<file path="config.mk">
export PLATFORM = sky130hd
export DESIGN_NAME = icache_biu_ctrl
export DESIGN_NICKNAME = d
export VERILOG_FILES = /design/src/biu_pkg.sv /design/src/icache_pkg.sv /design/src/icache_biu_ctrl.sv
export VERILOG_INCLUDE_DIRS = /design/src
export SDC_FILE = /design/constraint.sdc
export NUM_CORES = 1
export LEC_CHECK = 0
export BUFFER_PORTS_ARGS = -buffer_cell sky130_fd_sc_hd__buf_4
export CELL_PAD_IN_SITES_DETAIL_PLACEMENT = 0
export CELL_PAD_IN_SITES_GLOBAL_PLACEMENT = 2
export CORE_ASPECT_RATIO = 1.1
export CORE_UTILIZATION = 30
export DETAILED_ROUTE_END_ITERATION = 16
export PLACE_DENSITY_LB_ADDON = 0.3
export REMOVE_ABC_BUFFERS = 1
export SETUP_SLACK_MARGIN = 0.2
export SLEW_MARGIN = 20
export SYNTH_ARGS = -nofsm -noshare
export SYNTH_HDL_FRONTEND = slang
export SYNTH_SLANG_ARGS = --single-unit
</file>
<file path="constraint.sdc">
create_clock -name clk_i -period 2.6 [get_ports clk_i]
set_input_delay 0.13 -clock clk_i [delete_from_list [all_inputs] [get_ports clk_i]]
set_output_delay 0.13 -clock clk_i [all_outputs]
set_load 0.05 [all_outputs]
</file>
<file path="src/icache_macros.svh">
// Fixed geometry of the instruction cache: 2 ways x 16 sets x 16-byte lines
// The line packing and the burst counter only work for these exact values
`ifndef ICACHE_MACROS_SVH
`define ICACHE_MACROS_SVH

`define ICACHE_XLEN        32   // Word and address width
`define ICACHE_LINE_BYTES  16   // Bytes per cache line
`define ICACHE_BURST       4    // Beats per line fill
`define ICACHE_WAYS        2
`define ICACHE_SETS        16

// Address split is tag | index | offset
`define ICACHE_OFFS_BITS   4
`define ICACHE_IDX_BITS    4
`define ICACHE_TAG_BITS    24
`define ICACHE_BEAT_BITS   2    // Word-in-line select

`endif

</file>
<file path="src/biu_pkg.sv">
// Bus interface encodings
// Only the values used by the line fill are listed
package biu_pkg;

  typedef enum logic [2:0] {
    BYTE  = 3'b000,
    HWORD = 3'b001,
    WORD  = 3'b010
  } biu_size_e;

  typedef enum logic [2:0] {
    SINGLE = 3'b000,
    INCR4  = 3'b011   // Four-beat incrementing burst
  } biu_type_e;

endpackage

</file>
<file path="src/icache_pkg.sv">
// Cache-side types built on the geometry macros
// Lines pack word 0 into the low bits
`include "icache_macros.svh"

package icache_pkg;

  // Hit stage FSM
  typedef enum logic [1:0] {
    ARMED,      // Looking up requests
    FILL,       // Waiting on the line fill
    RECOVER     // One bubble after the fill
  } fill_state_e;

  // Hit stage to bus controller
  typedef enum logic {
    BIUCMD_NOP,
    BIUCMD_READLINE
  } biucmd_e;

  typedef logic [`ICACHE_TAG_BITS-1:0]     tag_t;
  typedef logic [`ICACHE_IDX_BITS-1:0]     idx_t;
  typedef logic [`ICACHE_LINE_BYTES*8-1:0] line_t;

endpackage

</file>
<file path="src/icache_biu_ctrl.sv">
// Line-fill controller toward the bus interface, one fill at a time
// Beats count from the cycle after biu_stb_ack_i
// An error on any beat ends the fill early with fill_err_o set
`timescale 1ns/10ps
`include "icache_macros.svh"

module icache_biu_ctrl (
  input  logic                    clk_i,
  input  logic                    rst_ni,
  input  icache_pkg::biucmd_e     biucmd_i,
  input  logic [`ICACHE_XLEN-1:0] fill_adr_i,
  input  logic                    biu_stb_ack_i,
  input  logic                    biu_ack_i,      // Beat valid
  input  logic                    biu_err_i,
  input  logic [`ICACHE_XLEN-1:0] biu_q_i,
  output logic                    biucmd_ack_o,
  output logic                    fill_err_o,
  output icache_pkg::line_t       biu_line_o,
  output logic                    biu_stb_o,
  output logic [`ICACHE_XLEN-1:0] biu_adri_o,
  output biu_pkg::biu_size_e      biu_size_o,
  output biu_pkg::biu_type_e      biu_type_o,
  output logic                    biu_we_o
);

  typedef enum logic [1:0] {
    BIU_IDLE,
    BIU_REQ,      // Strobe up, waiting for acceptance
    BIU_BURST,
    BIU_DONE      // Completion pulse
  } biu_state_e;

  biu_state_e                   state_q;
  logic [`ICACHE_BEAT_BITS-1:0] beat_q;
  logic                         err_q;
  icache_pkg::line_t            line_q;
  logic                         last_beat;

  assign last_beat = beat_q == `ICACHE_BEAT_BITS'(`ICACHE_BURST - 1);

  always_ff @(posedge clk_i or negedge rst_ni) begin
    if (!rst_ni) begin
      state_q <= BIU_IDLE;
      beat_q  <= '0;
      err_q   <= 1'b0;
    end else begin
      case (state_q)
        BIU_IDLE: begin
          if (biucmd_i == icache_pkg::BIUCMD_READLINE) begin
            state_q <= BIU_REQ;
            beat_q  <= '0;
            err_q   <= 1'b0;
          end
        end
        BIU_REQ: if (biu_stb_ack_i) state_q <= BIU_BURST;
        BIU_BURST: begin
          if (biu_ack_i) beat_q <= beat_q + 1'b1;
          if (biu_err_i) begin
            err_q   <= 1'b1;
            state_q <= BIU_DONE;
          end else if (biu_ack_i && last_beat) begin
            state_q <= BIU_DONE;
          end
        end
        default: state_q <= BIU_IDLE;   // Hit stage has left FILL by now
      endcase
    end
  end

  // Beat k lands in word k of the line
  always_ff @(posedge clk_i) begin
    if (state_q == BIU_BURST && biu_ack_i) begin
      line_q[beat_q*`ICACHE_XLEN +: `ICACHE_XLEN] <= biu_q_i;
    end
  end

  assign biucmd_ack_o = state_q == BIU_DONE;
  assign fill_err_o   = err_q;
  assign biu_line_o   = line_q;
  assign biu_stb_o    = state_q == BIU_REQ;
  assign biu_adri_o   = fill_adr_i;         // Held stable by the tag stage
  assign biu_size_o   = biu_pkg::WORD;
  assign biu_type_o   = biu_pkg::INCR4;
  assign biu_we_o     = 1'b0;               // Read only

endmodule

</file>
==> out/summary.txt <==
Row count - 51
Clk root buf - clkbuf_16
Setup crit end kind - register
Die Ht - 144 µm
CTS tree - built
First-pass GRT wire length - 20,000 µm
FF-to-FF path depth - 4
Hold path start - biu_q_i[22]
PD cells - 970 nW/µm²
Critical path startpoint category - register
CP max FO - 26
Setup TNS - 0 ns
Cells after Synth - 369
Share of the synthesized area in the top cell type - 0.699
Initial DRC Count - 153
Worst-path clk slew - 0.06 ns
Vias in the first global route - 3,376
DR vias/cell - 4.22
Post-DP HPWL - 9640 µm
DRC - 0
PortBufs - 168
Layout cells sized above 1 - 0.392
Total Wirelength - 14,000 µm
Initial antenna violation count - 0
CP Data Arrival Time - 2.50 ns
Yosys Warn Count - 0
Synth-to-Final Area Change - 39.2%
Ys flop type - edfxtp_1
Crit Path Category - reg2reg
Clk sinks - 133
Total track usage - 0.152
Final WS setup - 0.380 ns
DRT Pass-1 Iters - 4
Most frequent cells after synthesis - 128 x edfxtp_1, 110 x and2_1, 41 x buf_4
Fill count - 1,656
Post-CTS Setup Bufs - 0
Per-cell routed wire length - 17.8 µm
Max_slew headroom - 0.361
HP Class - in2reg
RSZ-0062 raised after global routing - true
Avg Inst Size Synth - 14.9 µm²
Clock Skew - 0.00950 ns
CTS buffer count - 17
P_leak - 3.04 nW
Ranking of synthesized cells by area - edfxtp_1 70%, and2_1 13%, buf_4 5.6%
Full die area - 18,900 µm²
Netlist cell types - 30
Routed vias - 3,330
Slew @ Worst Pin - 0.958 ns
Max Fclk - 0.450 GHz
Utilization after layout - 0.430
Multi-input combinational cell area - 1190 µm²
Die W - 131 µm
FF/Latch Area - 3970 µm²
Final Setup Violations - 0
R2r setup slk - 0.38 ns
GRT overflow - 0
CORE AREA - 17,800 µm²
Ys async rst share - 0.0376
N_diodes - 0
Count of flip-flops with a built-in enable after synthesis - 128
Worst-Skew Late Latency - 0.42 ns
Final Cycle Share - 0.854
Period minus WS final - 2.22 ns
R2r startpoint - beat_q[0]
Post-route ant nets - 0
Initial Utilization - 0.309
I/O pin count - 240
H-tree depth - 4
Max-cap violations - 0
Synth Register Bits - 133
Status - complete, no violations
Pre-CTS setup slack - 0.232 ns
Final hold violations - 0
Nets - 618
Largest net degree at the start of global routing - 27
Final RePlAce weighted congestion - 0.705
Most numerous cell in the Yosys netlist - edfxtp_1
Post-Syn Area - 5500 µm²
Post-synth top area cell - edfxtp_1
Maximum vdd drop - 0.473 mV
Worst hold path depth - 2
Min-Delay Endpoint - biu_line_o[86]
Max-slew violations - 0
CTS Buffer Depth - 2
WP data required - 2.88 ns
Critical R2R Capture - biu_line_o[49]
Sequential-to-total area share from yosys stat - 0.722
## layer usage
metal	track usage	part of all wire	vias up
met1	0.183	0.43	1591
li1	-	-	1557
met5	0.0112	0	-
met2	0.235	0.46	167
met4	0.0508	0.012	0
met3	0.0755	0.10	15
## cell type report
type / instances / share of cell area
timing repair buffer: 197 / 0.206
multi-input combinational: 183 / 0.156
tap: 238 / 0.0389
clock buffer: 18 / 0.0561
clock inverter: 14 / 0.0208
sequential: 133 / 0.519
inverter: 6 / 0.00294
## critical path, stage by stage, from the launching register on
cell,delay (ns)
dfrtp_2,0.45
inv_2,0.11
ha_1,0.44
nor3b_4,0.84
and2_1,0.23
## repair_timing
item | CTS | global route
endpoints found under the hold margin | 37 | 0
endpoints found under the setup margin | 1 | 52
hold buffers | 20 | 0
gates resized for setup | 0 | 2
## cell usage in the layout (no fill, tap or decap), drive strengths merged
cell	count
buf	177
edfxtp	128
and2	110
nor2	23
dlygate4sd3	20
clkbuf	18
ha	10
conb	7
inv	7
nand2b	6
clkinv	6
dfrtp	5
and3	4
clkinvlp	4
nand2	3
a21oi	3
bufinv	3
nand3b	2
nor2b	2
mux2	2
or3b	2
nor3	1
or3	1
nor3b	1
and4bb	1
o311ai	1
a311oi	1
o22ai	1
o2bb2ai	1
mux2i	1
## report_power, final
group / internal (W) / switching [W]
clock network: 0.00150 / 0.000901
registers: 0.00270 / 0.000101
logic: 0.000753 / 0.00147
total: 0.00495 / 0.00247
## sequential cells by signal (all words and copies together) (netlist names)
name,flops
fill_err_o,1
biu_line_o,128
beat_q,2
state_q,2
## how the worst max path moves through the flow
stage	from	end	slack (ns)	depth (start not counted)
2_1_floorplan	beat_q[0]	biu_line_o[0]	0.52	3
3_3_place_gp	beat_q[0]	biu_line_o[91]	0.29	6
3_5_place_dp	beat_q[0]	biu_line_o[48]	0.23	4
4_1_cts	beat_q[0]	biu_line_o[45]	0.19	4
5_1_grt	beat_q[0]	biu_line_o[49]	0.16	4
6_report	beat_q[0]	biu_line_o[49]	0.38	4
## cell families after synthesis
logic type / Yosys count / synth area share
simple gates: 156 / 0.171
flops: 133 / 0.722
buf+inv: 58 / 0.0680
fa+ha+maj: 10 / 0.0228
compound gates: 7 / 0.00865
mux: 3 / 0.00592
other cells: 2 / 0.00137
## through the flow
| step | hold WS [ns] | std cells | total power (W) | instance area [µm²] |
|---|---|---|---|---|
| 4_1_cts | 0.0000153 | 789 | 0.00751 | 7650 |
| 3_3_place_gp | -0.0610 | 737 | 0.00503 | 6860 |
| 5_1_grt | 0.0113 | 789 | 0.00776 | 7650 |
| 3_5_place_dp | -0.0565 | 737 | 0.00508 | 6860 |
| 6_report | 0.0157 | 789 | 0.00742 | 7650 |
| 2_1_floorplan | -0.166 | 322 | 0.00424 | 5160 |
Power figures use the tool's default switching activity.
