--- config.mk ---
export PLATFORM = sky130hd
export DESIGN_NAME = icache_hit
export DESIGN_NICKNAME = d
export VERILOG_FILES = /design/src/icache_pkg.sv /design/src/icache_hit.sv
export VERILOG_INCLUDE_DIRS = /design/src
export SDC_FILE = /design/constraint.sdc
export NUM_CORES = 1
export LEC_CHECK = 0
export BUFFER_PORTS_ARGS = -buffer_cell sky130_fd_sc_hd__buf_2
export CAP_MARGIN = 10
export CORE_AREA = 2 2 165 167
export CTS_CLUSTER_SIZE = 30
export DETAILED_ROUTE_END_ITERATION = 10
export DIE_AREA = 0 0 167 169
export GPL_TIMING_DRIVEN = 0
export SYNTH_ARGS = -nofsm -noshare
export SYNTH_HDL_FRONTEND = slang
export SYNTH_SLANG_ARGS = --single-unit
--- constraint.sdc ---
create_clock -name clk_i -period 2.1 [get_ports clk_i]
set_input_delay 0.315 -clock clk_i [delete_from_list [all_inputs] [get_ports clk_i]]
set_output_delay 0.315 -clock clk_i [all_outputs]
set_load 0.01 [all_outputs]
--- src/icache_macros.svh ---
// Fixed geometry of the instruction cache: 2 ways x 16 sets x 16-byte lines
// The line packing and the burst counter only work for these exact values
`ifndef ICACHE_MACROS_SVH
`define ICACHE_MACROS_SVH

`define ICACHE_XLEN        32   // Word and address width
`define ICACHE_LINE_BYTES  16   // Bytes per cache line
`define ICACHE_BURST       4    // Beats per line fill
`define ICACHE_WAYS        2
`define ICACHE_SETS        16

// Address split is tag | index | offset
`define ICACHE_OFFS_BITS   4
`define ICACHE_IDX_BITS    4
`define ICACHE_TAG_BITS    24
`define ICACHE_BEAT_BITS   2    // Word-in-line select

`endif

--- src/icache_pkg.sv ---
// Cache-side types built on the geometry macros
// Lines pack word 0 into the low bits
`include "icache_macros.svh"

package icache_pkg;

  // Hit stage FSM
  typedef enum logic [1:0] {
    ARMED,      // Looking up requests
    FILL,       // Waiting on the line fill
    RECOVER     // One bubble after the fill
  } fill_state_e;

  // Hit stage to bus controller
  typedef enum logic {
    BIUCMD_NOP,
    BIUCMD_READLINE
  } biucmd_e;

  typedef logic [`ICACHE_TAG_BITS-1:0]     tag_t;
  typedef logic [`ICACHE_IDX_BITS-1:0]     idx_t;
  typedef logic [`ICACHE_LINE_BYTES*8-1:0] line_t;

endpackage

--- src/icache_hit.sv ---
// Hit stage with the fill FSM and the parcel output
// A miss stalls the front stages until the fill completes
// RECOVER is an unstalled bubble, the memory re-reads the held setup index
`timescale 1ns/10ps
`include "icache_macros.svh"

module icache_hit (
  input  logic                    clk_i,
  input  logic                    rst_ni,
  input  logic                    tag_req_i,
  input  logic [`ICACHE_XLEN-1:0] tag_adr_i,
  input  logic                    hit_i,
  input  icache_pkg::line_t       cache_line_i,
  input  logic                    biucmd_ack_i,   // Fill done pulse
  input  logic                    fill_err_i,
  input  icache_pkg::line_t       biu_line_i,
  output logic                    stall_o,
  output logic                    filling_o,
  output logic                    fill_we_o,
  output icache_pkg::biucmd_e     biucmd_o,
  output logic [`ICACHE_XLEN-1:0] fill_adr_o,     // Line aligned
  output icache_pkg::idx_t        wr_idx_o,
  output icache_pkg::tag_t        wr_tag_o,
  output logic                    parcel_valid_o,
  output logic [`ICACHE_XLEN-1:0] parcel_o,
  output logic [`ICACHE_XLEN-1:0] parcel_pc_o,
  output logic                    parcel_error_o
);

  icache_pkg::fill_state_e      state_q;
  icache_pkg::fill_state_e      state_d;
  logic                         miss;
  logic [`ICACHE_BEAT_BITS-1:0] word_sel;

  function automatic logic [`ICACHE_XLEN-1:0] pick_word(
    input icache_pkg::line_t            line,
    input logic [`ICACHE_BEAT_BITS-1:0] sel
  );
    return line[sel*`ICACHE_XLEN +: `ICACHE_XLEN];
  endfunction

  assign word_sel = tag_adr_i[`ICACHE_OFFS_BITS-1 -: `ICACHE_BEAT_BITS];   // Bits 3:2
  assign miss     = tag_req_i & ~hit_i;

  // -------------------------------------------------------------------------
  // Fill FSM
  // -------------------------------------------------------------------------
  always_comb begin
    state_d = state_q;
    case (state_q)
      icache_pkg::ARMED:   if (miss) state_d = icache_pkg::FILL;
      icache_pkg::FILL:    if (biucmd_ack_i) state_d = icache_pkg::RECOVER;
      default:             state_d = icache_pkg::ARMED;
    endcase
  end

  always_ff @(posedge clk_i or negedge rst_ni) begin
    if (!rst_ni) begin
      state_q <= icache_pkg::ARMED;
    end else begin
      state_q <= state_d;
    end
  end

  // Stall rises in the miss cycle itself
  assign stall_o   = (state_q == icache_pkg::ARMED && miss) || state_q == icache_pkg::FILL;
  assign filling_o = state_q == icache_pkg::FILL;
  assign biucmd_o  = filling_o ? icache_pkg::BIUCMD_READLINE : icache_pkg::BIUCMD_NOP;
  assign fill_we_o = filling_o & biucmd_ack_i & ~fill_err_i;   // Failed lines not stored

  // Missed request is held in the tag stage for the whole fill
  assign fill_adr_o = {tag_adr_i[`ICACHE_XLEN-1:`ICACHE_OFFS_BITS], {`ICACHE_OFFS_BITS{1'b0}}};
  assign wr_idx_o   = tag_adr_i[`ICACHE_OFFS_BITS +: `ICACHE_IDX_BITS];
  assign wr_tag_o   = tag_adr_i[`ICACHE_XLEN-1 -: `ICACHE_TAG_BITS];

  // -------------------------------------------------------------------------
  // Parcel output
  // -------------------------------------------------------------------------
  assign parcel_pc_o = tag_adr_i;

  always_comb begin
    parcel_valid_o = 1'b0;
    parcel_error_o = 1'b0;
    parcel_o       = pick_word(cache_line_i, word_sel);
    case (state_q)
      icache_pkg::ARMED: parcel_valid_o = tag_req_i & hit_i;
      icache_pkg::FILL: begin
        if (biucmd_ack_i) begin   // Missed word straight from the fill buffer
          parcel_valid_o = 1'b1;
          parcel_error_o = fill_err_i;
          parcel_o       = pick_word(biu_line_i, word_sel);
        end
      end
      default: parcel_valid_o = 1'b0;   // RECOVER drops the served miss
    endcase
  end

endmodule

==> impl_metrics.tcl <==
set metrics [dict create \
    design.portCount 424 \
    grt_start_max_net_pins 11 \
    post_drt_wl_per_cell_um 16.4 \
    coreArea_mm2 0.0265 \
    achievable-frequency_ghz 0.488 \
    finalWorstSetupSlack_ns 0.0525 \
    floorplan.rows 60 \
    timing.reg2reg.setup_slack_ns 0.97 \
    grt.overflow.total 0 \
    synth_cells 223 \
    finalHoldWorstSlack_ns 0.406 \
    final_nets 915 \
    power_density_mw_per_mm2 269 \
    cpMostUsedCell "sky130_fd_sc_hd__buf_6" \
    clock-sinks 2 \
    setup_viol 0 \
    vias_per_cell 3.68 \
    synthToLayoutAreaGrowth_pct 84.7 \
    leakage_nw 2.96 \
    syn_avg_cell_area_um2 13.3 \
    yosys.cell_types.count 20 \
    worst_skew_pair_latency_ns 0.22 \
    vias 3539 \
    drt_iter0_markers 105 \
    reg2reg_to "state_q[0]$_DFFE_PN0P_" \
    grt_pass1_vias 3539 \
    synth_top_area_share_pct 49.6 \
    remaining_drc_errors 0 \
    layout-drive-gt1-share_pct 88.0 \
    drv_cap 0 \
    floorplan.die.width_um 167 \
    timing.reg2reg.worst_path_depth 2 \
    critical_path_peak_fanout 10 \
    yosys_warnings 0 \
    antenna_nets_post_route 0 \
    unrepaired_setup_endpoints_after_global_routing "no" \
    worst_path_max_delay_cell "sky130_fd_sc_hd__mux4_1" \
    dieArea_mm2 0.0282 \
    initial_utilization_pct 11.2 \
    final.period_utilization_pct 97.5 \
    synth_area_mm2 0.00297 \
    fin_worst_skew_ns 0.00112 \
    ys_ff_latch 2 \
    cpPeakStageDelay_ns 0.61 \
    place_inst 954 \
    rr_startpoint "state_q[0]$_DFFE_PN0P_" \
    post_synthesis_cell_type_with_the_largest_combined_area "sky130_fd_sc_hd__mux4_1" \
    cts-root-buf "sky130_fd_sc_hd__clkbuf_16" \
    top_registers "state_q: 2 flops" \
    crit_path_dat_ns 1.73 \
    synth-seq-area-share_pct 1.69 \
    finalSetupTns_ns 0 \
    total_routed_wirelength_um 15800 \
    portBuffers 387 \
    ir_worst_vdd_uv 211 \
    critical_path_class "input pin to output port" \
    clock_transition_time_at_the_flip_flop_clock_pins_of_the_worst_setup_and_hold_paths_ns 0.03 \
    numCtsBuffers 3 \
    max_flop_register "state_q" \
    crit_required_ns 1.78 \
    non_filler_instances 962 \
    cts.htree.levels 1 \
    status "finished clean" \
    gp_congestion 0.869 \
    largest_reg_flops 2 \
    synth_top_area_cells "sky130_fd_sc_hd__mux4_1, sky130_fd_sc_hd__buf_4, sky130_fd_sc_hd__mux2_2" \
    finalHoldViolations 0 \
    holdPathStages 3 \
    drtPass1Iterations 4 \
    worstHoldPathType "input pin to register" \
    grt_antenna_before_repair 7 \
    setup.worst_path.end_class "output port" \
    maxSlewViolCount 0 \
    timing.hold.worst.start "hit_i" \
    finalWorstPathRequiredPeriod_ns 2.05 \
    ctsLongestPathBuffers 2 \
    timing.critical_path.from_type "input pin" \
    critical_path.cell_chain "buf_6 > buf_6 > mux4_1 > mux2_2 > buf_2" \
    whs_endpoint "state_q[0]$_DFFE_PN0P_" \
    grt_first_pass_wirelength_um 21000 \
    clock_tree_from_tritoncts "yes" \
    groute.usage.overall_pct 9.96 \
    place.detailed.hpwl_um 14100 \
    die_ht_um 169 \
    pre_cts_slack_ns -0.554 \
]
[worst max-delay path: cells and delay by family]
kind / cells / cell delay, ns
buf+inv: 3 / 0.51
mux: 2 / 0.89
[repair_timing]
action | 4_1_cts | 5_1_grt
endpoints found under the hold margin | 2 | 0
hold buffers | 1 | 0
pin swaps | 1 | 0
setup buffers | 2 | 0
gates resized for setup | 14 | 7
setup endpoints to repair | 31 | 28
[Yosys cell counts]
cell                        n
sky130_fd_sc_hd__buf_1      4
sky130_fd_sc_hd__conb_1     1
sky130_fd_sc_hd__nor2_1     1
sky130_fd_sc_hd__nand2b_1   2
sky130_fd_sc_hd__buf_2      4
sky130_fd_sc_hd__nand2_1    1
sky130_fd_sc_hd__mux4_1    56
sky130_fd_sc_hd__buf_6      7
sky130_fd_sc_hd__and3_1     1
sky130_fd_sc_hd__nor2b_1    1
sky130_fd_sc_hd__dfrtp_1    2
sky130_fd_sc_hd__clkbuf_1   1
sky130_fd_sc_hd__a21oi_1    3
sky130_fd_sc_hd__buf_4     93
sky130_fd_sc_hd__clkbuf_2   1
sky130_fd_sc_hd__or3b_2     1
sky130_fd_sc_hd__mux2_2    32
sky130_fd_sc_hd__nand3b_1   2
sky130_fd_sc_hd__inv_1      2
sky130_fd_sc_hd__mux4_2     8
[cells by family (layout without fill, tap and decap cells)]
| family | count (synthesis) | after routing | share of synthesized area (%) |
|---|---|---|---|
| AO/OA/AOI/OAI | 3 | 3 | 0.506 |
| AND/OR/NAND/NOR | 9 | 9 | 1.90 |
| flip-flops | 2 | 2 | 1.69 |
| multiplexers | 96 | 96 | 67.8 |
| buffers and inverters | 112 | 505 | 27.9 |
| other | 1 | 6 | 0.126 |
[worst max path at each step]
stage                 startpoint      endpoint
finish              tag_adr_i[2]  parcel_o[11]
global route        tag_adr_i[2]  parcel_o[22]
CTS                 tag_adr_i[3]  parcel_o[18]
detailed placement  tag_adr_i[3]  parcel_o[18]
global placement    tag_adr_i[3]  parcel_o[18]
floorplan           tag_adr_i[2]  parcel_o[10]
[power by group]
group          leakage, nW  switching, mW  total (mW)  internal, mW
clock network       0.0370         0.0398       0.282         0.242
logic                 2.90          0.444        1.14         0.699
registers           0.0264        0.00608      0.0492        0.0431
total                 2.96          0.490        1.47         0.984
[through the flow]
stage / area, um^2 / util [%] / power, mW
after detailed placement: 5340 / 20.2 / 1.19
after global placement: 5340 / 20.2 / 1.17
after CTS: 5450 / 20.6 / 1.49
after global routing: 5480 / 20.7 / 1.57
final: 5480 / 20.7 / 1.47
after floorplan: 2980 / - / 0.674
[cell type report]
cell class / instances / area [um^2]
multi-input cells: 112 / 2090
fillers: 2938 / 21000
repair buffers: 390 / 1960
flip-flops and latches: 2 / 50.0
clock buffers: 3 / 75.1
inverters: 2 / 7.51
diodes: 2 / 5.00
plain buffers: 110 / 861
well taps: 341 / 427
[cells in the final DEF (no fill, tap or decap), types with 2 or more instances in the layout]
cell type,count
sky130_fd_sc_hd__buf_4,96
sky130_fd_sc_hd__mux4_2,10
sky130_fd_sc_hd__inv_1,2
sky130_fd_sc_hd__buf_6,7
sky130_fd_sc_hd__mux2_2,32
sky130_fd_sc_hd__clkbuf_4,5
sky130_fd_sc_hd__diode_2,2
sky130_fd_sc_hd__nand2b_1,2
sky130_fd_sc_hd__dfrtp_1,2
sky130_fd_sc_hd__mux4_1,54
sky130_fd_sc_hd__buf_2,388
sky130_fd_sc_hd__clkbuf_16,3
sky130_fd_sc_hd__nand3b_1,2
sky130_fd_sc_hd__conb_1,4
sky130_fd_sc_hd__a21oi_1,3
[per-layer routing]
layer	part of all wire, %	vias up	GRT usage [%]	wire length [um]
met4	0.39	10	1.57	61
met3	7.0	12	1.80	1110
met2	54	217	19.0	8480
met1	38	1662	11.7	6080
li1	-	1638	-	-
met5	0.44	-	0	69
Power figures use the tool's default switching activity.
