===== src/icache_macros.svh =====
// Fixed geometry of the instruction cache: 2 ways x 16 sets x 16-byte lines
// The line packing and the burst counter only work for these exact values
`ifndef ICACHE_MACROS_SVH
`define ICACHE_MACROS_SVH

`define ICACHE_XLEN        32   // Word and address width
`define ICACHE_LINE_BYTES  16   // Bytes per cache line
`define ICACHE_BURST       4    // Beats per line fill
`define ICACHE_WAYS        2
`define ICACHE_SETS        16

// Address split is tag | index | offset
`define ICACHE_OFFS_BITS   4
`define ICACHE_IDX_BITS    4
`define ICACHE_TAG_BITS    24
`define ICACHE_BEAT_BITS   2    // Word-in-line select

`endif


===== src/icache_tag.sv =====
// Tag stage, second pipeline register
// Lines up with the synchronous memory output on every unstalled edge
`timescale 1ns/10ps
`include "icache_macros.svh"

module icache_tag (
  input  logic                    clk_i,
  input  logic                    rst_ni,
  input  logic                    stall_i,
  input  logic                    req_i,        // From setup stage
  input  logic [`ICACHE_XLEN-1:0] adr_i,
  output logic                    tag_req_o,
  output logic [`ICACHE_XLEN-1:0] tag_adr_o
);

  // Under stall the missed request stays here for the fill
  always_ff @(posedge clk_i or negedge rst_ni) begin
    if (!rst_ni) begin
      tag_req_o <= 1'b0;
    end else if (!stall_i) begin
      tag_req_o <= req_i;   // Empty or delivered, take the next one
    end
  end

  always_ff @(posedge clk_i) begin
    if (!stall_i) begin
      tag_adr_o <= adr_i;
    end
  end

endmodule


===== config.mk =====
export PLATFORM = sky130hd
export DESIGN_NAME = icache_tag
export DESIGN_NICKNAME = d
export VERILOG_FILES = /design/src/icache_tag.sv
export VERILOG_INCLUDE_DIRS = /design/src
export SDC_FILE = /design/constraint.sdc
export NUM_CORES = 1
export LEC_CHECK = 0
export BUFFER_PORTS_ARGS = -buffer_cell sky130_fd_sc_hd__buf_2
export CAP_MARGIN = 10
export CORE_ASPECT_RATIO = 2
export CORE_MARGIN = 2
export CORE_UTILIZATION = 30
export DETAILED_ROUTE_END_ITERATION = 10
export GPL_TIMING_DRIVEN = 0
export PLACE_DENSITY_LB_ADDON = 0.15
export RECOVER_POWER = 100
export REMOVE_ABC_BUFFERS = 1
export SLEW_MARGIN = 20
export SYNTH_ARGS = -nofsm -noshare
export SYNTH_HDL_FRONTEND = slang
export SYNTH_SLANG_ARGS = --single-unit

===== constraint.sdc =====
create_clock -name clk_i -period 1.38 [get_ports clk_i]
set_input_delay 0.207 -clock clk_i [delete_from_list [all_inputs] [get_ports clk_i]]
set_output_delay 0.207 -clock clk_i [all_outputs]
set_load 0.02 [all_outputs]

==> summary.md, run 1 <==
| Metric | Value |
|---|---|
| Vias | 612 |
| Placed inst area | 1380 sq um |
| Mapped Avg Cell Area | 28.7 sq um |
| Static Leak | 0.566 nW |
| Worst slew margin | 58.8% |
| Top cell type's share of synthesized area | between 90% and 100% |
| Final Instance Area | 1450 sq um |
| First-pass GRT wire length | approximately 2700 um |
| Setup-failing EPs final | 0 |
| Gr usage total | 10.3% |
| Crit Path Class | register to output port |
| Clock Pin Slew Worst Setup and Hold Paths | 0.06 ns |
| Final Hold Viols | 0 |
| Die H | 85.8 um |
| DP Wirelength | 1360 um |
| Largest net degree at the start of global routing | 33 |
| Type of origin of the critical path | register |
| Root Driver | clkbuf_8 |
| Row cnt | 29 |
| PostCTS Resize Cnt | 0 |
| Design Power | 2.20 mW |
| H-tree depth | 2 |
| Post-CTS Hold Buffers | 1 |
| Clock share of power | 34.9% |
| Sw Ratio | between 20% and 30% |
| Yosys reg bits | 33 |
| PortBufs | just under 70 |
| Synth warn | 0 |
| Biggest cell delay along the critical path | 0.34 ns |
| Comb power frac | 10.1% |
| Total grt overflow | 0 |
| Antenna violations before repair | 0 |
| Slew Viols, Final | 0 |
| Crit Path Max Fanout | 2 |
| Final core occ | 45.4% |
| Post-Syn Area | 1000 sq um |
| Layout area overhead | 44.2% |
| Mapped Cells | 35 |
| Layout cells sized above 1 | 38.4% |
| Postcts setup bufs | 0 |
| Clock tree buffer depth | 2 |
| CP top delay family | flip-flops |
| Final Net Count | 147 |
| Core ar. | 3190 sq um |
| Net Switching | 0.494 mW |
| Slew @ Worst Pin | 0.617 ns |
| Buffers & Inverters on Critical Path | 1 |
| Drt drc | 0 |
| Skew final | 0 ns |
| Drt wl/cell | between 10 and 15 um |
| Worst min path class | primary input to register |
| Post-synth cell types | 4 |
| Starting Density | a little under a third |
| Antenna Cells | 0 |
| Drt via density | 4.28 |
| Hold_ws | 0.101 ns |
| Max cap viols | 0 |
| GP Congestion | 0.630 |
| Internal power | about 1.7 mW |
| Post-Route WL | 1780 um |
| Routed Antenna Nets | 0 |
| Critical path required time | 1.17 ns |
| Worst endpoint data arrival time | 0.86 ns |
| PwrDens | 1520 nW/um^2 |
| Clock latency on the worst-skew pair | 0.27 ns |
| Seq/Total Area, Yosys | 98.1% |
| Num CTS Buffers | 5 |
| Leading area contributor after synthesis | edfxtp_1 |
| Final min period | 1.06 ns |
| Die Wd | 44.9 um |
| Slowest-stage cell, CP | dfrtp_1 |
| Drt first pass iters | 3 |
| Period utilization | 77.1% |
| DRT iter0 DRCs | 2 |
| TritonCTS clock tree | yes |
| Top Ports | 69 |
| Seq pwr share | 54.9% |
| # clock sinks | 33 |
| Ranking of synthesized cells by area | edfxtp_1, dfrtp_1, mux2_4, inv_1 |
| VDD IR-drop max | 0.000792 V |
| Die ar. | 3860 sq um |
| Fill cells | 315 |
| Max Freq | about 940 MHz |
| Vias in the first global route | around 630 |
| Critical path capture point type | output port |
| RSZ-0062 raised after global routing | false |
| Status | completed |
| Crit-path cells | clkbuf_1 |
## Yosys cell counts (all sizes together)
cell type,instances
edfxtp,32
mux2,1
inv,1
dfrtp,1
## state kept, by name (all words and copies together) (netlist names)
signal / cells
tag_adr_o: 32
tag_req_o: 1
## cell type report
class,instances,area [sq um],area share [%]
inverter,1,3.75,0.259
clock inverter,1,5.00,0.345
multi-input combinational,1,11.3,0.777
timing repair buffer,69,308,21.2
sequential,33,986,68.0
tap,31,38.8,2.68
clock buffer,7,96.3,6.65
## power by group through the flow
stage | combinational (mW) | sequential (mW) | clock, mW
2_1_floorplan | 0.0178 | 1.34 | 0
3_3_place_gp | 0.248 | 1.23 | 0
3_5_place_dp | 0.250 | 1.23 | 0
4_1_cts | 0.252 | 1.21 | 0.797
5_1_grt | 0.240 | 1.22 | 0.833
6_report | 0.223 | 1.21 | 0.768
## kinds of logic after synthesis
kind of cell / after synthesis / synth area share, %
buffers and inverters: 1 / 0.373
multiplexers: 1 / 1.49
flip-flops: 33 / 98.1
## final timing paths
check / from / end / slack [ns] / cells past startpoint
max in group asynchronous: rst_ni / tag_req_o / 1.07 / 2
max reg2reg: tag_req_o / tag_req_o / 0.60 / 1
max: tag_req_o / tag_req_o / 0.32 / 1
min in group asynchronous: rst_ni / tag_req_o / 0.23 / 2
min reg2reg: tag_req_o / tag_req_o / 0.50 / 1
min: adr_i[19] / tag_adr_o[19] / 0.10 / 1
## per-layer routing
metal	global-route usage [%]	vias to the layer above	share of wire [%]
li1	-	288	-
met1	8.09	265	28
met2	17.8	54	54
met3	6.11	5	15
met4	6.42	0	2.8
met5	0	-	0
## metrics by stage
stage / setup slack [ns] / instances / setup TNS [ns]
after global routing: 0.257 / 143 / 0
after global placement: -0.161 / 134 / -5.10
after floorplan: 0.159 / 35 / 0
after CTS: 0.110 / 143 / 0
after detailed placement: -0.211 / 134 / -6.69
final: 0.317 / 143 / 0
## layout by cell type, fill, tap and decap left out
master	count
buf_2	34
clkbuf_1	34
clkbuf_8	7
clkinv_2	1
dfrtp_1	1
dlygate4sd3_1	1
edfxtp_1	32
inv_2	1
mux2_1	1
No activity file was read; power rests on OpenSTA's default activity.
==> inputs of run 2 (changes only) <==
--- a/config.mk
+++ b/config.mk
@@ -6,6 +6,7 @@
 export SDC_FILE = /design/constraint.sdc
 export NUM_CORES = 1
 export LEC_CHECK = 0
+export ABC_AREA = 1
 export BUFFER_PORTS_ARGS = -buffer_cell sky130_fd_sc_hd__buf_2
 export CAP_MARGIN = 10
 export CORE_ASPECT_RATIO = 2
==> constraint.sdc (replaced) <==
create_clock -name clk_i -period 0.9 [get_ports clk_i]
set_input_delay 0.135 -clock clk_i [delete_from_list [all_inputs] [get_ports clk_i]]
set_output_delay 0.135 -clock clk_i [all_outputs]
set_load 0.02 [all_outputs]
==> run 2 against run 1 <==
Compared with the run above: the run now ends with negative setup slack left; sequential power increased by 55%; highest routed layer unchanged; routed wire length increased by 4.3%; critical path type unchanged; hold slack got worse by 0.072 ns; combinational power increased by 100%; via count increased by 3.4%; clock power increased by 33%; largest cell class unchanged; die area increased by 0.11%; critical path depth unchanged; clock skew unchanged; cell area increased by 10%; cell count increased by 1.4%; worst setup slack got worse by 0.38 ns.
==> summary.md, run 2 <==
| Metric | Value |
|---|---|
| Status | complete, but fails checks |
| Failing checks | negative setup slack |
| Antenna Cells | 0 (unchanged) |
| Yosys reg bits | 33 (unchanged) |
| Worst endpoint data arrival time | 0.82 ns (-0.04 ns) |
| Top-count cell post-synth | edfxtp_1 |
| Post-Syn Area | 1010 sq um (+0.12%) |
| Worst min path class | primary input to register |
| H-tree depth | 2 (unchanged) |
| Hold_ws | 0.0294 ns (-0.0715 ns) |
| Row cnt | 29 (unchanged) |
| Slowest-stage cell, CP | edfxtp_1 |
| Vias | 633 (+3.4%) |
| Skew final | 0 ns (unchanged) |
| Type of origin of the critical path | register |
| Routed Antenna Nets | 0 (unchanged) |
| TritonCTS clock tree | yes |
| PortBufs | 68 (unchanged) |
| Final setup margin | -0.0599 ns (-0.377 ns) |
| Die ar. | 3860 sq um (+0.11%) |
| Post-synth cell types | 5 (+1) |
| Post-synth EDFFs | 32 (unchanged) |
| Seq pwr share | 55.9% (+1.0 points) |
| VDD IR-drop max | 0.00122 V (+54%) |
| Pre-CTS WS | -0.229 ns (-0.0184 ns) |
| Comb power frac | 13.6% (+3.5 points) |
| Net Switching | 0.770 mW (+56%) |
| Ys async rst share | 3.03% (unchanged) |
| Slew @ Worst Pin | 0.640 ns (+0.0234 ns) |
| Top Ports | 69 (unchanged) |
| Most frequent cells in the layout | buf_2, edfxtp_1, buf_6 |
| Clock share of power | 30.5% (-4.4 points) |
| Max cap viols | 0 (unchanged) |
| Internal power | 2.57 mW (+51%) |
| Drt wl/cell | 12.8 um (+2.9%) |
| Ranking of synthesized cells by area | edfxtp_1, dfrtp_1, nand2_2, inv_2, nand2_1 |
| DRT iter0 DRCs | 13 (+11) |
| Clock tree buffer depth | 2 (unchanged) |
| Crit Path Max Fanout | 1 (-1) |
| Drt drc | 0 (unchanged) |
| Commonest non-fill, non-tap cell in the layout | buf_2 |
| Buffers & Inverters on Critical Path | 1 (unchanged) |
| First-pass GRT wire length | 2700 um (+0.26%) |
| Root Driver | clkbuf_8 |
| Final Hold Viols | 0 (unchanged) |
| Post-Route WL | 1850 um (+4.3%) |
| RSZ-0062 raised after global routing | true |
| Worst slew margin | 57.2% (-1.6 points) |
| Seq/Total Area, Yosys | 98.0% (-0.12 points) |
| Drt via density | 4.37 (+2.0%) |
| Critical path capture point type | output port |
| Slew Viols, Final | 0 (unchanged) |
| Placed cells | 136 (+1.5%) |
| Die H | 85.9 um (about the same) |
| Top cell type's share of synthesized area | 95.5% (-0.12 points) |
| Synth warn | 0 (unchanged) |
| Die Wd | 44.9 um (about the same) |
| Mapped Avg Cell Area | 27.2 sq um (-5.3%) |
| GP Congestion | 0.703 (+12%) |
| Fin cells | 145 (+1.4%) |
| Layout cells sized above 1 | 67.5% (+29 points) |
| Critical path required time | 0.76 ns (-0.41 ns) |
| Period utilization | 107% |
| Crit-path cells | buf_6 |
| Biggest register | tag_adr_o |
| Starting Density | 31.5% (+0.039 points) |
| Clock latency on the worst-skew pair | 0.27 ns (about the same) |
| Synth Flop Type | edfxtp_1 |
| Layout area overhead | 58.7% |
| Max Freq | 1040 MHz |
| Antenna violations before repair | 0 (unchanged) |
| Crit Path Class | register to output port |
| PwrDens | 2090 nW/um^2 (+38%) |
| Max FFs per register | 32 (unchanged) |
| Num CTS Buffers | 5 (unchanged) |
| Gr usage total | 10.3% (-0.068 points) |
| Final Net Count | 149 (+1.4%) |
| Biggest cell delay along the critical path | 0.40 ns (+0.06 ns) |
| Mapped Cells | 37 (+5.7%) |
| Setup-failing EPs final | 33 (+33) |
| CP top delay family | flip-flops |
| Clock Pin Slew Worst Setup and Hold Paths | 0.07 ns (about the same) |
| # clock sinks | 33 (unchanged) |
| Total grt overflow | 0 (unchanged) |
| Sw Ratio | 23.1% (+0.61 points) |
| Synth top cells by count | edfxtp_1, nand2_2, dfrtp_1, inv_2, nand2_1 |
| Leading area contributor after synthesis | edfxtp_1 |
| Static Leak | 0.691 nW (+22%) |
| Largest net degree at the start of global routing | 34 (+3.0%) |
| Drt first pass iters | 4 (+1) |
| Final min period | 0.960 ns |
| Vias in the first global route | 663 (+6.1%) |
| Top flop regs | tag_adr_o x32, tag_req_o x1 |
| Core ar. | 3190 sq um (unchanged) |
## run 2: power by group through the flow
stage,Combinational (mW),Sequential (mW),Clock (mW)
3_3_place_gp,0.380,1.88,0
2_1_floorplan,0.0265,2.05,0
6_report,0.454,1.87,1.02
4_1_cts,0.396,1.85,1.07
3_5_place_dp,0.384,1.88,0
5_1_grt,0.483,1.87,1.14
## run 2: final timing paths
| check | cells past startpoint | slack, ns | start | endpoint |
|---|---|---|---|---|
| worst max-delay path | 1 | -0.06 | tag_adr_o[5] | tag_adr_o[5] |
| worst min-delay path | 1 | 0.03 | adr_i[22] | tag_adr_o[22] |
| worst max register to register | 2 | 0.26 | tag_req_o | tag_req_o |
| worst min register to register | 2 | 0.54 | tag_req_o | tag_req_o |
| max in group asynchronous | 2 | 0.65 | rst_ni | tag_req_o |
| min in group asynchronous | 2 | 0.16 | rst_ni | tag_req_o |
## run 2: cells by family (layout without fill, tap and decap cells)
group                  after synthesis  count (layout)  synth area share, %
buffers and inverters                1              78                0.373
flip-flops                          33              33                 98.0
AND/OR/NAND/NOR                      3               3                 1.62
## run 2: through the flow
| step | setup TNS, ns | util, % | power (mW) | instance area [sq um] |
|---|---|---|---|---|
| after floorplan | 0 | - | 2.07 | 1010 |
| after global placement | -6.58 | 43.4 | 2.26 | 1390 |
| after detailed placement | -7.39 | 43.4 | 2.26 | 1390 |
| after CTS | -1.53 | 46.8 | 3.31 | 1490 |
| after global routing | -2.20 | 50.0 | 3.49 | 1600 |
| final | -1.03 | 50.0 | 3.34 | 1600 |
## run 2: layer usage
layer | wire length [um] | up-vias | global-route usage (%) | part of all wire, %
li1 | - | 294 | - | -
met1 | 535 | 283 | 7.17 | 29
met2 | 1080 | 52 | 19.5 | 58
met3 | 211 | 4 | 4.42 | 11
met4 | 26 | 0 | 6.42 | 1.4
met5 | 0 | - | 0 | 0
## run 2: cell type report
cell class                 count  area, sq um
clock inverter                 3         17.5
tap                           31         38.8
timing repair buffer          69          468
sequential                    33          986
fill                         279         1600
inverter                       1         3.75
clock buffer                   5         68.8
multi-input combinational      3         13.8
## run 2: timing repair
action	4_1_cts	5_1_grt
setup endpoints to repair	33	33
gates resized for setup	4	34
hold endpoints to repair	1	0
hold buffers	1	0
buffers inserted	0	0
pin swaps	0	0
cloned	0	0
