### config.mk
export PLATFORM = sky130hd
export DESIGN_NAME = icache_setup
export DESIGN_NICKNAME = d
export VERILOG_FILES = /design/src/icache_pkg.sv /design/src/icache_setup.sv
export VERILOG_INCLUDE_DIRS = /design/src
export SDC_FILE = /design/constraint.sdc
export NUM_CORES = 1
export LEC_CHECK = 0
export ABC_CLOCK_PERIOD_IN_PS = 1770
export BUFFER_PORTS_ARGS = -buffer_cell sky130_fd_sc_hd__buf_2
export CORE_ASPECT_RATIO = 1.25
export CORE_UTILIZATION = 44
export CTS_BUF_LIST = sky130_fd_sc_hd__clkbuf_4
export DETAILED_ROUTE_END_ITERATION = 8
export PLACE_DENSITY = 0.85
export SLEW_MARGIN = 20
export SYNTH_ARGS = -nofsm -noshare
export SYNTH_HDL_FRONTEND = slang
export SYNTH_SLANG_ARGS = --single-unit
### constraint.sdc
create_clock -name clk_i -period 1.77 [get_ports clk_i]
set_clock_uncertainty 0.2 [all_clocks]
set_input_delay 0.4425 -clock clk_i [delete_from_list [all_inputs] [get_ports clk_i]]
set_output_delay 0.4425 -clock clk_i [all_outputs]
set_load 0.01 [all_outputs]
### src/icache_macros.svh
// Fixed geometry of the instruction cache: 2 ways x 16 sets x 16-byte lines
// The line packing and the burst counter only work for these exact values
`ifndef ICACHE_MACROS_SVH
`define ICACHE_MACROS_SVH

`define ICACHE_XLEN        32   // Word and address width
`define ICACHE_LINE_BYTES  16   // Bytes per cache line
`define ICACHE_BURST       4    // Beats per line fill
`define ICACHE_WAYS        2
`define ICACHE_SETS        16

// Address split is tag | index | offset
`define ICACHE_OFFS_BITS   4
`define ICACHE_IDX_BITS    4
`define ICACHE_TAG_BITS    24
`define ICACHE_BEAT_BITS   2    // Word-in-line select

`endif

### src/icache_pkg.sv
// Cache-side types built on the geometry macros
// Lines pack word 0 into the low bits
`include "icache_macros.svh"

package icache_pkg;

  // Hit stage FSM
  typedef enum logic [1:0] {
    ARMED,      // Looking up requests
    FILL,       // Waiting on the line fill
    RECOVER     // One bubble after the fill
  } fill_state_e;

  // Hit stage to bus controller
  typedef enum logic {
    BIUCMD_NOP,
    BIUCMD_READLINE
  } biucmd_e;

  typedef logic [`ICACHE_TAG_BITS-1:0]     tag_t;
  typedef logic [`ICACHE_IDX_BITS-1:0]     idx_t;
  typedef logic [`ICACHE_LINE_BYTES*8-1:0] line_t;

endpackage

### src/icache_setup.sv
// Address setup stage of the fetch pipeline
// A request is taken on every edge where stall_i is low
`timescale 1ns/10ps
`include "icache_macros.svh"

module icache_setup (
  input  logic                    clk_i,
  input  logic                    rst_ni,
  input  logic                    stall_i,      // Freeze stage
  input  logic                    req_i,
  input  logic [`ICACHE_XLEN-1:0] adr_i,        // Word aligned
  output logic                    setup_req_o,
  output logic [`ICACHE_XLEN-1:0] setup_adr_o,
  output icache_pkg::idx_t        rd_idx_o      // Memory read index
);

  always_ff @(posedge clk_i or negedge rst_ni) begin
    if (!rst_ni) begin
      setup_req_o <= 1'b0;
    end else if (!stall_i) begin
      setup_req_o <= req_i;
    end
  end

  // Address only matters while setup_req_o is set
  always_ff @(posedge clk_i) begin
    if (!stall_i) begin
      setup_adr_o <= adr_i;
    end
  end

  // Held index keeps the memory re-reading the same set under stall
  assign rd_idx_o = setup_adr_o[`ICACHE_OFFS_BITS +: `ICACHE_IDX_BITS];

endmodule

==> flow_metrics.env, run 1 <==
export IMPL_status="finished clean"
export IMPL_maxSlewViolCount=0
export IMPL_syn_nets=75
export IMPL_cts_root_buf="clkbuf_4"
export IMPL_synth_seq_area_share_pct=95.3
export IMPL_rr_endpoint="setup_req_o"
export IMPL_h_tree_depth=2
export IMPL_ys_ff_latch=33
export IMPL_worst_slack_ps=256
export IMPL_fin_cells=149
export IMPL_critPathTopFamily="flip-flops"
export IMPL_min_to="setup_adr_o[2]"
export IMPL_synth_cell_types=5
export IMPL_worstPathArrival_ps=870
export IMPL_dieArea_sq_mm=0.00255
export IMPL_p_int_w=0.00121
export IMPL_hold_path_depth=1
export IMPL_wl_met3_microns=166
export IMPL_finalHoldViolations=0
export IMPL_die_x_microns=45.4
export IMPL_rrSetupSlack_ps=810
export IMPL_p_per_area_mw_per_mm2=1030
export IMPL_p_switching_w=0.000323
export IMPL_finalNetCount=153
export IMPL_power_w=0.00153
export IMPL_initial_core_util_pct=46.8
export IMPL_clk_pin_slew_ps=90
export IMPL_dp_cells=140
export IMPL_combPwrFrac_pct=10.4
export IMPL_path_buf_inv=1
export IMPL_fp_dieH_microns=56.2
export IMPL_drt_pass1_iterations=4
export IMPL_port_buffers=72
export IMPL_hold_ws_ps=79.7
export IMPL_drc=0
export IMPL_reg2reg_depth=1
export IMPL_fin_crit_sh_pct=85.6
export IMPL_maxCapViolations=0
export IMPL_grt_pass1_wl_mm=2.68
export IMPL_place_gp_congestion=0.648
export IMPL_route_vias_total=628
export IMPL_yosysWarnings=0
export IMPL_hold_start="adr_i[2]"
export IMPL_core_sq_mm=0.00221
export IMPL_min_period_ps=1510
export IMPL_worst_pin_slew_ps=238
export IMPL_required_ps=1130
export IMPL_diodes=0
export IMPL_wl_met2_microns=925
export IMPL_syn_to_final_growth_pct=43.9
export IMPL_grtUsageTotal_pct=16.6
export IMPL_insertion_delay_ps=320
export IMPL_r2r_start="setup_req_o"
export IMPL_dpl_worst_slack_ps=344
export IMPL_critPathSlowestCell="edfxtp_1"
export IMPL_power_clock_fraction_pct=28.1
export IMPL_cp_end_kind="output port"
export IMPL_synth_avg_cell_area_sq_um=26.5
export IMPL_seqPwrFrac_pct=61.4
export IMPL_path_class="reg2out"
export IMPL_drt_wirelength_per_cell_microns=11.8
export IMPL_grt_max_degree=21
export IMPL_clockBufferDepth=2
export IMPL_crit_chain="buf_2"
export IMPL_drive_above_1_share_pct=70.3
export IMPL_cts_inserted_buffers=5
export IMPL_setup_tns_ps=0
export IMPL_grt_pass1_vias=583
export IMPL_max_freq_mhz=660
export IMPL_wl_mm=1.77
export IMPL_syn_inst=39
export IMPL_finalSetupViolations=0
export IMPL_path_max_fanout=2
export IMPL_via_per_inst=4.21
export IMPL_grt_antenna_before_repair=0
export IMPL_rsz0062_at_grt="no"
export IMPL_ant_nets=0
export IMPL_hp_class="in2reg"
export IMPL_wirelength_met1_microns=631
export IMPL_p_leak_nw=0.672
export IMPL_grt_overflow=0
export IMPL_syn_cell_area_sq_mm=0.00103
export IMPL_slew_headroom_pct=84.1
export IMPL_slowest_delay_ps=390
export IMPL_numClockSinks=33
export IMPL_start_kind="flop"
export IMPL_ir_drop_v=0.000794
export IMPL_routed_top_layer="met4"
export IMPL_ios=73
export IMPL_cp_startpoint="setup_adr_o[4]"
export IMPL_first_iter_violations=17
export IMPL_cts_tree="yes"
export IMPL_rows=19
export IMPL_p_sw_share_pct=21.1
-- per-layer routing --
metal	up-vias	global-route usage [%]
met1	280	19.3
met2	41	23.2
met5	-	0
li1	302	-
met3	5	10.4
met4	0	9.09
-- cells in the final DEF, fill, tap and decap left out --
master / instances
buf_4: 2
edfxtp_1: 32
dlygate4sd3_1: 1
buf_2: 72
clkbuf_4: 8
dfrtp_1: 1
mux2_4: 1
inv_1: 1
-- repair_timing --
item                      4_1_cts  5_1_grt
hold endpoints to repair        1        0
hold buffers                    1        0
buffers inserted                0        0
resized for setup               0        0
-- kinds of logic after synthesis --
family                 Yosys count  synth area share [%]
muxes                            1                  1.45
DFF                             33                  95.3
buffers and inverters            5                  3.26
-- layout make-up --
cell class / count / area (sq um)
flip-flops and latches: 33 / 986
fillers: 162 / 722
repair buffers: 75 / 385
clock buffers: 8 / 60.1
well taps: 31 / 38.8
multi-input cells: 1 / 15.0
inverters: 1 / 3.75
-- flip-flops by register name, indices dropped and copies added, names as in the netlist --
name,count
setup_req_o,1
setup_adr_o,32
-- metrics by stage --
stage	utilization, %	instance area, sq um
after CTS	67.3	1490
final	67.3	1490
after detailed placement	64.2	1420
after global placement	64.2	1420
after floorplan	-	1030
after global routing	67.3	1490
-- Yosys cell counts (all sizes together) --
cell	number	area share, %
buf	4	2.9
dfrtp	1	2.4
edfxtp	32	93
inv	1	0.36
mux2	1	1.5
-- how the worst max path moves through the flow --
stage,to,cells past startpoint
floorplan,setup_adr_o[0],1
global placement,setup_adr_o[10],3
detailed placement,setup_adr_o[10],3
CTS,rd_idx_o[0],1
global route,rd_idx_o[0],1
finish,rd_idx_o[0],1
-- power groups by stage --
stage | Sequential (W) | Clock [W] | Combinational (W)
global route | 0.000946 | 0.000474 | 0.000174
global placement | 0.000956 | 0 | 0.000155
CTS | 0.000941 | 0.000449 | 0.000162
floorplan | 0.000995 | 0 | 0.0000276
detailed placement | 0.000958 | 0 | 0.000161
finish | 0.000939 | 0.000430 | 0.000160
No activity file was read; power rests on OpenSTA's default activity.
==> run 2: changes to the inputs <==
--- a/config.mk
+++ b/config.mk
@@ -6,13 +6,13 @@
 export SDC_FILE = /design/constraint.sdc
 export NUM_CORES = 1
 export LEC_CHECK = 0
-export ABC_CLOCK_PERIOD_IN_PS = 1770
+export ABC_CLOCK_PERIOD_IN_PS = 1290
 export BUFFER_PORTS_ARGS = -buffer_cell sky130_fd_sc_hd__buf_2
 export CORE_ASPECT_RATIO = 1.25
-export CORE_UTILIZATION = 44
+export CORE_UTILIZATION = 37
 export CTS_BUF_LIST = sky130_fd_sc_hd__clkbuf_4
 export DETAILED_ROUTE_END_ITERATION = 8
-export PLACE_DENSITY = 0.85
+export PLACE_DENSITY = 0.76
 export SLEW_MARGIN = 20
 export SYNTH_ARGS = -nofsm -noshare
 export SYNTH_HDL_FRONTEND = slang
==> constraint.sdc (replaced) <==
create_clock -name clk_i -period 1.29 [get_ports clk_i]
set_clock_uncertainty 0.2 [all_clocks]
set_input_delay 0.3225 -clock clk_i [delete_from_list [all_inputs] [get_ports clk_i]]
set_output_delay 0.3225 -clock clk_i [all_outputs]
set_load 0.01 [all_outputs]
==> flow_metrics.env, run 2 (synthesis results as in run 1) <==
export IMPL_cts_root_buf="clkbuf_4"
export IMPL_path_buf_inv=1
export IMPL_insertion_delay_ps=310
export IMPL_die_x_microns=49.3
export IMPL_finalSetupViolations=37
export IMPL_p_leak_nw=0.805
export IMPL_p_int_w=0.00172
export IMPL_p_switching_w=0.000438
export IMPL_wl_mm=2.22
export IMPL_slew_headroom_pct=89.2
export IMPL_p_per_area_mw_per_mm2=1180
export IMPL_power_w=0.00216
export IMPL_dp_cells=142
export IMPL_p_sw_share_pct=20.3
export IMPL_numClockSinks=33
export IMPL_status="finished, violations left"
export IMPL_grtUsageTotal_pct=16.0
export IMPL_utilization_pct=68.3
export IMPL_critPathSlowestCell="edfxtp_1"
export IMPL_route_vias_total=759
export IMPL_crit_chain="buf_2"
export IMPL_path_max_fanout=1
export IMPL_rows=21
export IMPL_rsz0062_at_grt="yes"
export IMPL_ant_nets=0
export IMPL_ios=73
export IMPL_min_period_ps=1370
export IMPL_drc=0
export IMPL_drive_above_1_share_pct=56.0
export IMPL_grt_antenna_before_repair=0
export IMPL_hpwl_mm=1.37
export IMPL_cts_tree="yes"
export IMPL_hold_ws_ps=48.5
export IMPL_first_iter_violations=15
export IMPL_combPwrFrac_pct=14.2
export IMPL_via_per_inst=4.13
export IMPL_ir_drop_v=0.000767
export IMPL_worst_pin_slew_ps=162
export IMPL_critPathTopFamily="flip-flops"
export IMPL_maxCapViolations=0
export IMPL_place_area_sq_mm=0.00143
export IMPL_required_ps=770
export IMPL_largest_register_ffs=32
export IMPL_clk_pin_slew_ps=90
export IMPL_cp_end_kind="output port"
export IMPL_final_cell_mix="72 x buf_2, 33 x dlygate4sd3_1, 32 x edfxtp_1, 8 x clkbuf_4"
export IMPL_grt_pass1_wl_mm=3.22
export IMPL_place_gp_congestion=0.587
export IMPL_drt_pass1_iterations=6
export IMPL_port_buffers=72
export IMPL_core_sq_mm=0.00268
export IMPL_worstPathArrival_ps=840
export IMPL_cts_inserted_buffers=5
export IMPL_finalHoldViolations=0
export IMPL_finalInstanceArea_sq_mm=0.00183
export IMPL_worst_slack_ps=-76.9
export IMPL_diodes=0
export IMPL_violations="setup timing"
export IMPL_clockBufferDepth=2
export IMPL_top_register="setup_adr_o"
export IMPL_dieArea_sq_mm=0.00301
export IMPL_finalNetCount=185
export IMPL_max_freq_mhz=732
export IMPL_maxSlewViolCount=0
export IMPL_hp_class="in2reg"
export IMPL_grt_overflow=0
export IMPL_fin_crit_sh_pct=106
export IMPL_grt_max_degree=33
export IMPL_start_kind="flop"
export IMPL_h_tree_depth=2
export IMPL_fin_cells=184
export IMPL_final_common_cell="buf_2"
export IMPL_fp_dieH_microns=61.1
export IMPL_power_clock_fraction_pct=26.2
export IMPL_initial_core_util_pct=38.6
export IMPL_drt_wirelength_per_cell_microns=12.1
export IMPL_slowest_delay_ps=380
export IMPL_reg_top3="setup_adr_o (32), setup_req_o (1)"
export IMPL_seqPwrFrac_pct=59.6
export IMPL_path_class="reg2out"
export IMPL_grt_pass1_vias=718
export IMPL_syn_to_final_growth_pct=76.8
-- run 2: changes by cell type in the layout (fill, tap and decap cells not counted), sizes merged --
cell,change
clkinvlp,+1
dlygate4sd3,+32
inv,-1
-- run 2: layout make-up --
type                    count  area (sq um)
multi-input cells           1          15.0
fillers                   210           851
inverters                   1          7.51
well taps                  34          42.5
clock buffers               8          60.1
repair buffers            107           718
flip-flops and latches     33           986
-- run 2: routing by layer --
metal  GRT usage, %  up-vias  wire length (microns)
li1               -      366                      -
met1           15.4      355                    779
met2           29.7       33                   1320
met3           4.44        5                     89
met4           11.3        0                     37
met5              0        -                      0
-- run 2: path summary, 6_finish.rpt --
| path | depth (start not counted) | to | from | slack (ps) |
|---|---|---|---|---|
| max in group asynchronous | 2 | setup_req_o | rst_ni | 710 |
| min in group asynchronous | 2 | setup_req_o | rst_ni | 100 |
| setup reg to reg | 2 | setup_req_o | setup_req_o | 210 |
| hold / removal | 2 | setup_req_o | req_i | 50 |
| hold reg to reg | 2 | setup_req_o | setup_req_o | 420 |
| setup / recovery | 1 | setup_adr_o[22] | setup_adr_o[22] | -80 |
-- run 2: power groups by stage --
stage          combinational (W)  clock (W)  sequential [W]
2_1_floorplan          0.0000383          0         0.00136
5_1_grt                 0.000332   0.000616         0.00130
6_report                0.000308   0.000566         0.00129
4_1_cts                 0.000303   0.000589         0.00129
3_3_place_gp            0.000221          0         0.00131
3_5_place_dp            0.000226          0         0.00131
-- run 2: repair_timing --
item	CTS	global route
setup buffers	0	1
pin swaps	0	0
endpoints found under the hold margin	33	0
hold buffers	33	0
resized for setup	0	0
endpoints found under the setup margin	37	37
gates cloned	0	0
-- run 2: metrics by stage --
| stage | TNS [ps] | setup slack, ps |
|---|---|---|
| detailed placement | 0 | 50.2 |
| finish | -2040 | -76.9 |
| global route | -3760 | -147 |
| floorplan | -794 | -24.8 |
| CTS | -2830 | -105 |
| global placement | 0 | 68.8 |
==> run 3: changes to the inputs <==
--- a/config.mk
+++ b/config.mk
@@ -6,13 +6,13 @@
 export SDC_FILE = /design/constraint.sdc
 export NUM_CORES = 1
 export LEC_CHECK = 0
-export ABC_CLOCK_PERIOD_IN_PS = 1290
+export ABC_CLOCK_PERIOD_IN_PS = 1490
 export BUFFER_PORTS_ARGS = -buffer_cell sky130_fd_sc_hd__buf_2
 export CORE_ASPECT_RATIO = 1.25
-export CORE_UTILIZATION = 37
+export CORE_UTILIZATION = 41
 export CTS_BUF_LIST = sky130_fd_sc_hd__clkbuf_4
 export DETAILED_ROUTE_END_ITERATION = 8
-export PLACE_DENSITY = 0.76
+export PLACE_DENSITY = 0.8
 export SLEW_MARGIN = 20
 export SYNTH_ARGS = -nofsm -noshare
 export SYNTH_HDL_FRONTEND = slang
==> constraint.sdc (replaced) <==
create_clock -name clk_i -period 1.49 [get_ports clk_i]
set_clock_uncertainty 0.2 [all_clocks]
set_input_delay 0.3725 -clock clk_i [delete_from_list [all_inputs] [get_ports clk_i]]
set_output_delay 0.3725 -clock clk_i [all_outputs]
set_load 0.01 [all_outputs]
==> flow_metrics.env, run 3 (synthesis results as in run 1) <==
export IMPL_status="finished clean"
export IMPL_core_sq_mm=0.00240
export IMPL_finalNetCount=184
export IMPL_cts_tree="yes"
export IMPL_maxSlewViolCount=0
export IMPL_drt_wirelength_per_cell_microns=12.5
export IMPL_wl_mm=2.28
export IMPL_first_iter_violations=26
export IMPL_drt_pass1_iterations=4
export IMPL_syn_to_final_growth_pct=73.3
export IMPL_start_kind="flop"
export IMPL_insertion_delay_ps=340
export IMPL_fillers=179
export IMPL_slowest_delay_ps=390
export IMPL_port_buffers=72
export IMPL_final_common_cell="buf_2"
export IMPL_p_per_area_mw_per_mm2=1020
export IMPL_grt_max_degree=15
export IMPL_p_leak_nw=0.790
export IMPL_path_max_fanout=1
export IMPL_cts_inserted_buffers=5
export IMPL_die_x_microns=46.9
export IMPL_top_register="setup_adr_o"
export IMPL_initial_core_util_pct=43.1
export IMPL_path_class="reg2out"
export IMPL_rows=20
export IMPL_drc=0
export IMPL_worst_pin_slew_ps=176
export IMPL_place_gp_congestion=0.644
export IMPL_clk_pin_slew_ps=90
export IMPL_dieArea_sq_mm=0.00273
export IMPL_slew_headroom_pct=88.3
export IMPL_clockBufferDepth=2
export IMPL_critPathTopFamily="flip-flops"
export IMPL_setup_tns_ps=0
export IMPL_route_vias_total=764
export IMPL_ios=73
export IMPL_path_buf_inv=1
export IMPL_max_freq_mhz=684
export IMPL_crit_chain="buf_2"
export IMPL_fp_dieH_microns=58.2
export IMPL_grt_antenna_before_repair=0
export IMPL_h_tree_depth=2
export IMPL_diodes=0
export IMPL_cts_root_buf="clkbuf_4"
export IMPL_worstPathArrival_ps=890
export IMPL_critPathSlowestCell="edfxtp_1"
export IMPL_reg_top3="setup_adr_o (32), setup_req_o (1)"
export IMPL_utilization_pct=74.6
export IMPL_rsz0062_at_grt="yes"
export IMPL_place_area_sq_mm=0.00143
export IMPL_via_per_inst=4.20
export IMPL_cts_setup_buffers=0
export IMPL_finalHoldViolations=0
export IMPL_hp_class="in2reg"
export IMPL_finalSetupViolations=0
export IMPL_min_period_ps=1460
export IMPL_hpwl_mm=1.39
export IMPL_largest_register_ffs=32
export IMPL_fin_crit_sh_pct=98.1
export IMPL_grtUsageTotal_pct=17.1
export IMPL_grt_overflow=0
export IMPL_seqCellArea_sq_um=986
export IMPL_required_ps=920
export IMPL_final_cell_mix="72 x buf_2, 32 x edfxtp_1, 31 x dlygate4sd3_1, 5 x clkbuf_4, 3 x buf_4"
export IMPL_drive_above_1_share_pct=55.7
export IMPL_multi_input_area_sq_um=15.0
export IMPL_maxCapViolations=0
export IMPL_ir_drop_v=0.000922
export IMPL_ant_nets=0
export IMPL_finalInstanceArea_sq_mm=0.00179
export IMPL_grt_pass1_wl_mm=2.99
export IMPL_cp_end_kind="output port"
export IMPL_numClockSinks=33
export IMPL_grt_pass1_vias=704
export IMPL_ctsResizeCount=0
run 3: stage by stage:
step / power [W] / hold slack [ps] / worst slack, ps / std cells
finish: 0.00183 / 20.6 / 27.7 / 182
global route: 0.00191 / 2.51 / -24.9 / 182
CTS: 0.00183 / 0.447 / 26.8 / 175
detailed placement: 0.00133 / -51.7 / 189 / 143
global placement: 0.00132 / -51.4 / 206 / 143
floorplan: 0.00121 / -123 / 125 / 39
run 3: power by group:
group / switching (W) / leakage, nW / internal, W
Sequential: 0.0000201 / 0.325 / 0.00110
Combinational: 0.000112 / 0.436 / 0.000146
Clock: 0.000287 / 0.0300 / 0.000170
Total: 0.000419 / 0.790 / 0.00141
run 3: path summary, 6_finish.rpt:
| path | start | endpoint | slack (ps) | cells after the start |
|---|---|---|---|---|
| setup / recovery | setup_adr_o[9] | setup_adr_o[9] | 30 | 1 |
| hold / removal | adr_i[14] | setup_adr_o[14] | 20 | 1 |
| setup reg to reg | setup_req_o | setup_req_o | 530 | 1 |
| hold reg to reg | setup_req_o | setup_req_o | 330 | 1 |
| max in group asynchronous | rst_ni | setup_req_o | 890 | 2 |
| min in group asynchronous | rst_ni | setup_req_o | 120 | 2 |
run 3: what timing repair did:
action | CTS | global route
endpoints found under the setup margin | 0 | 9
hold buffers | 24 | 7
hold endpoints to repair | 24 | 7
run 3: layout make-up:
type | count | share of cell area, %
flip-flops and latches | 33 | 55.0
repair buffers | 106 | 38.7
well taps | 33 | 2.30
clock buffers | 5 | 2.09
multi-input cells | 1 | 0.837
clock inverters | 3 | 0.698
inverters | 1 | 0.419
run 3: layer usage:
| metal | wire length, microns | global-route usage (%) | share of wire, % |
|---|---|---|---|
| met2 | 1240 | 26.4 | 54 |
| met4 | 85 | 10.2 | 3.7 |
| met1 | 790 | 17.2 | 35 |
| met3 | 165 | 9.97 | 7.2 |
| met5 | 0 | 0 | 0 |
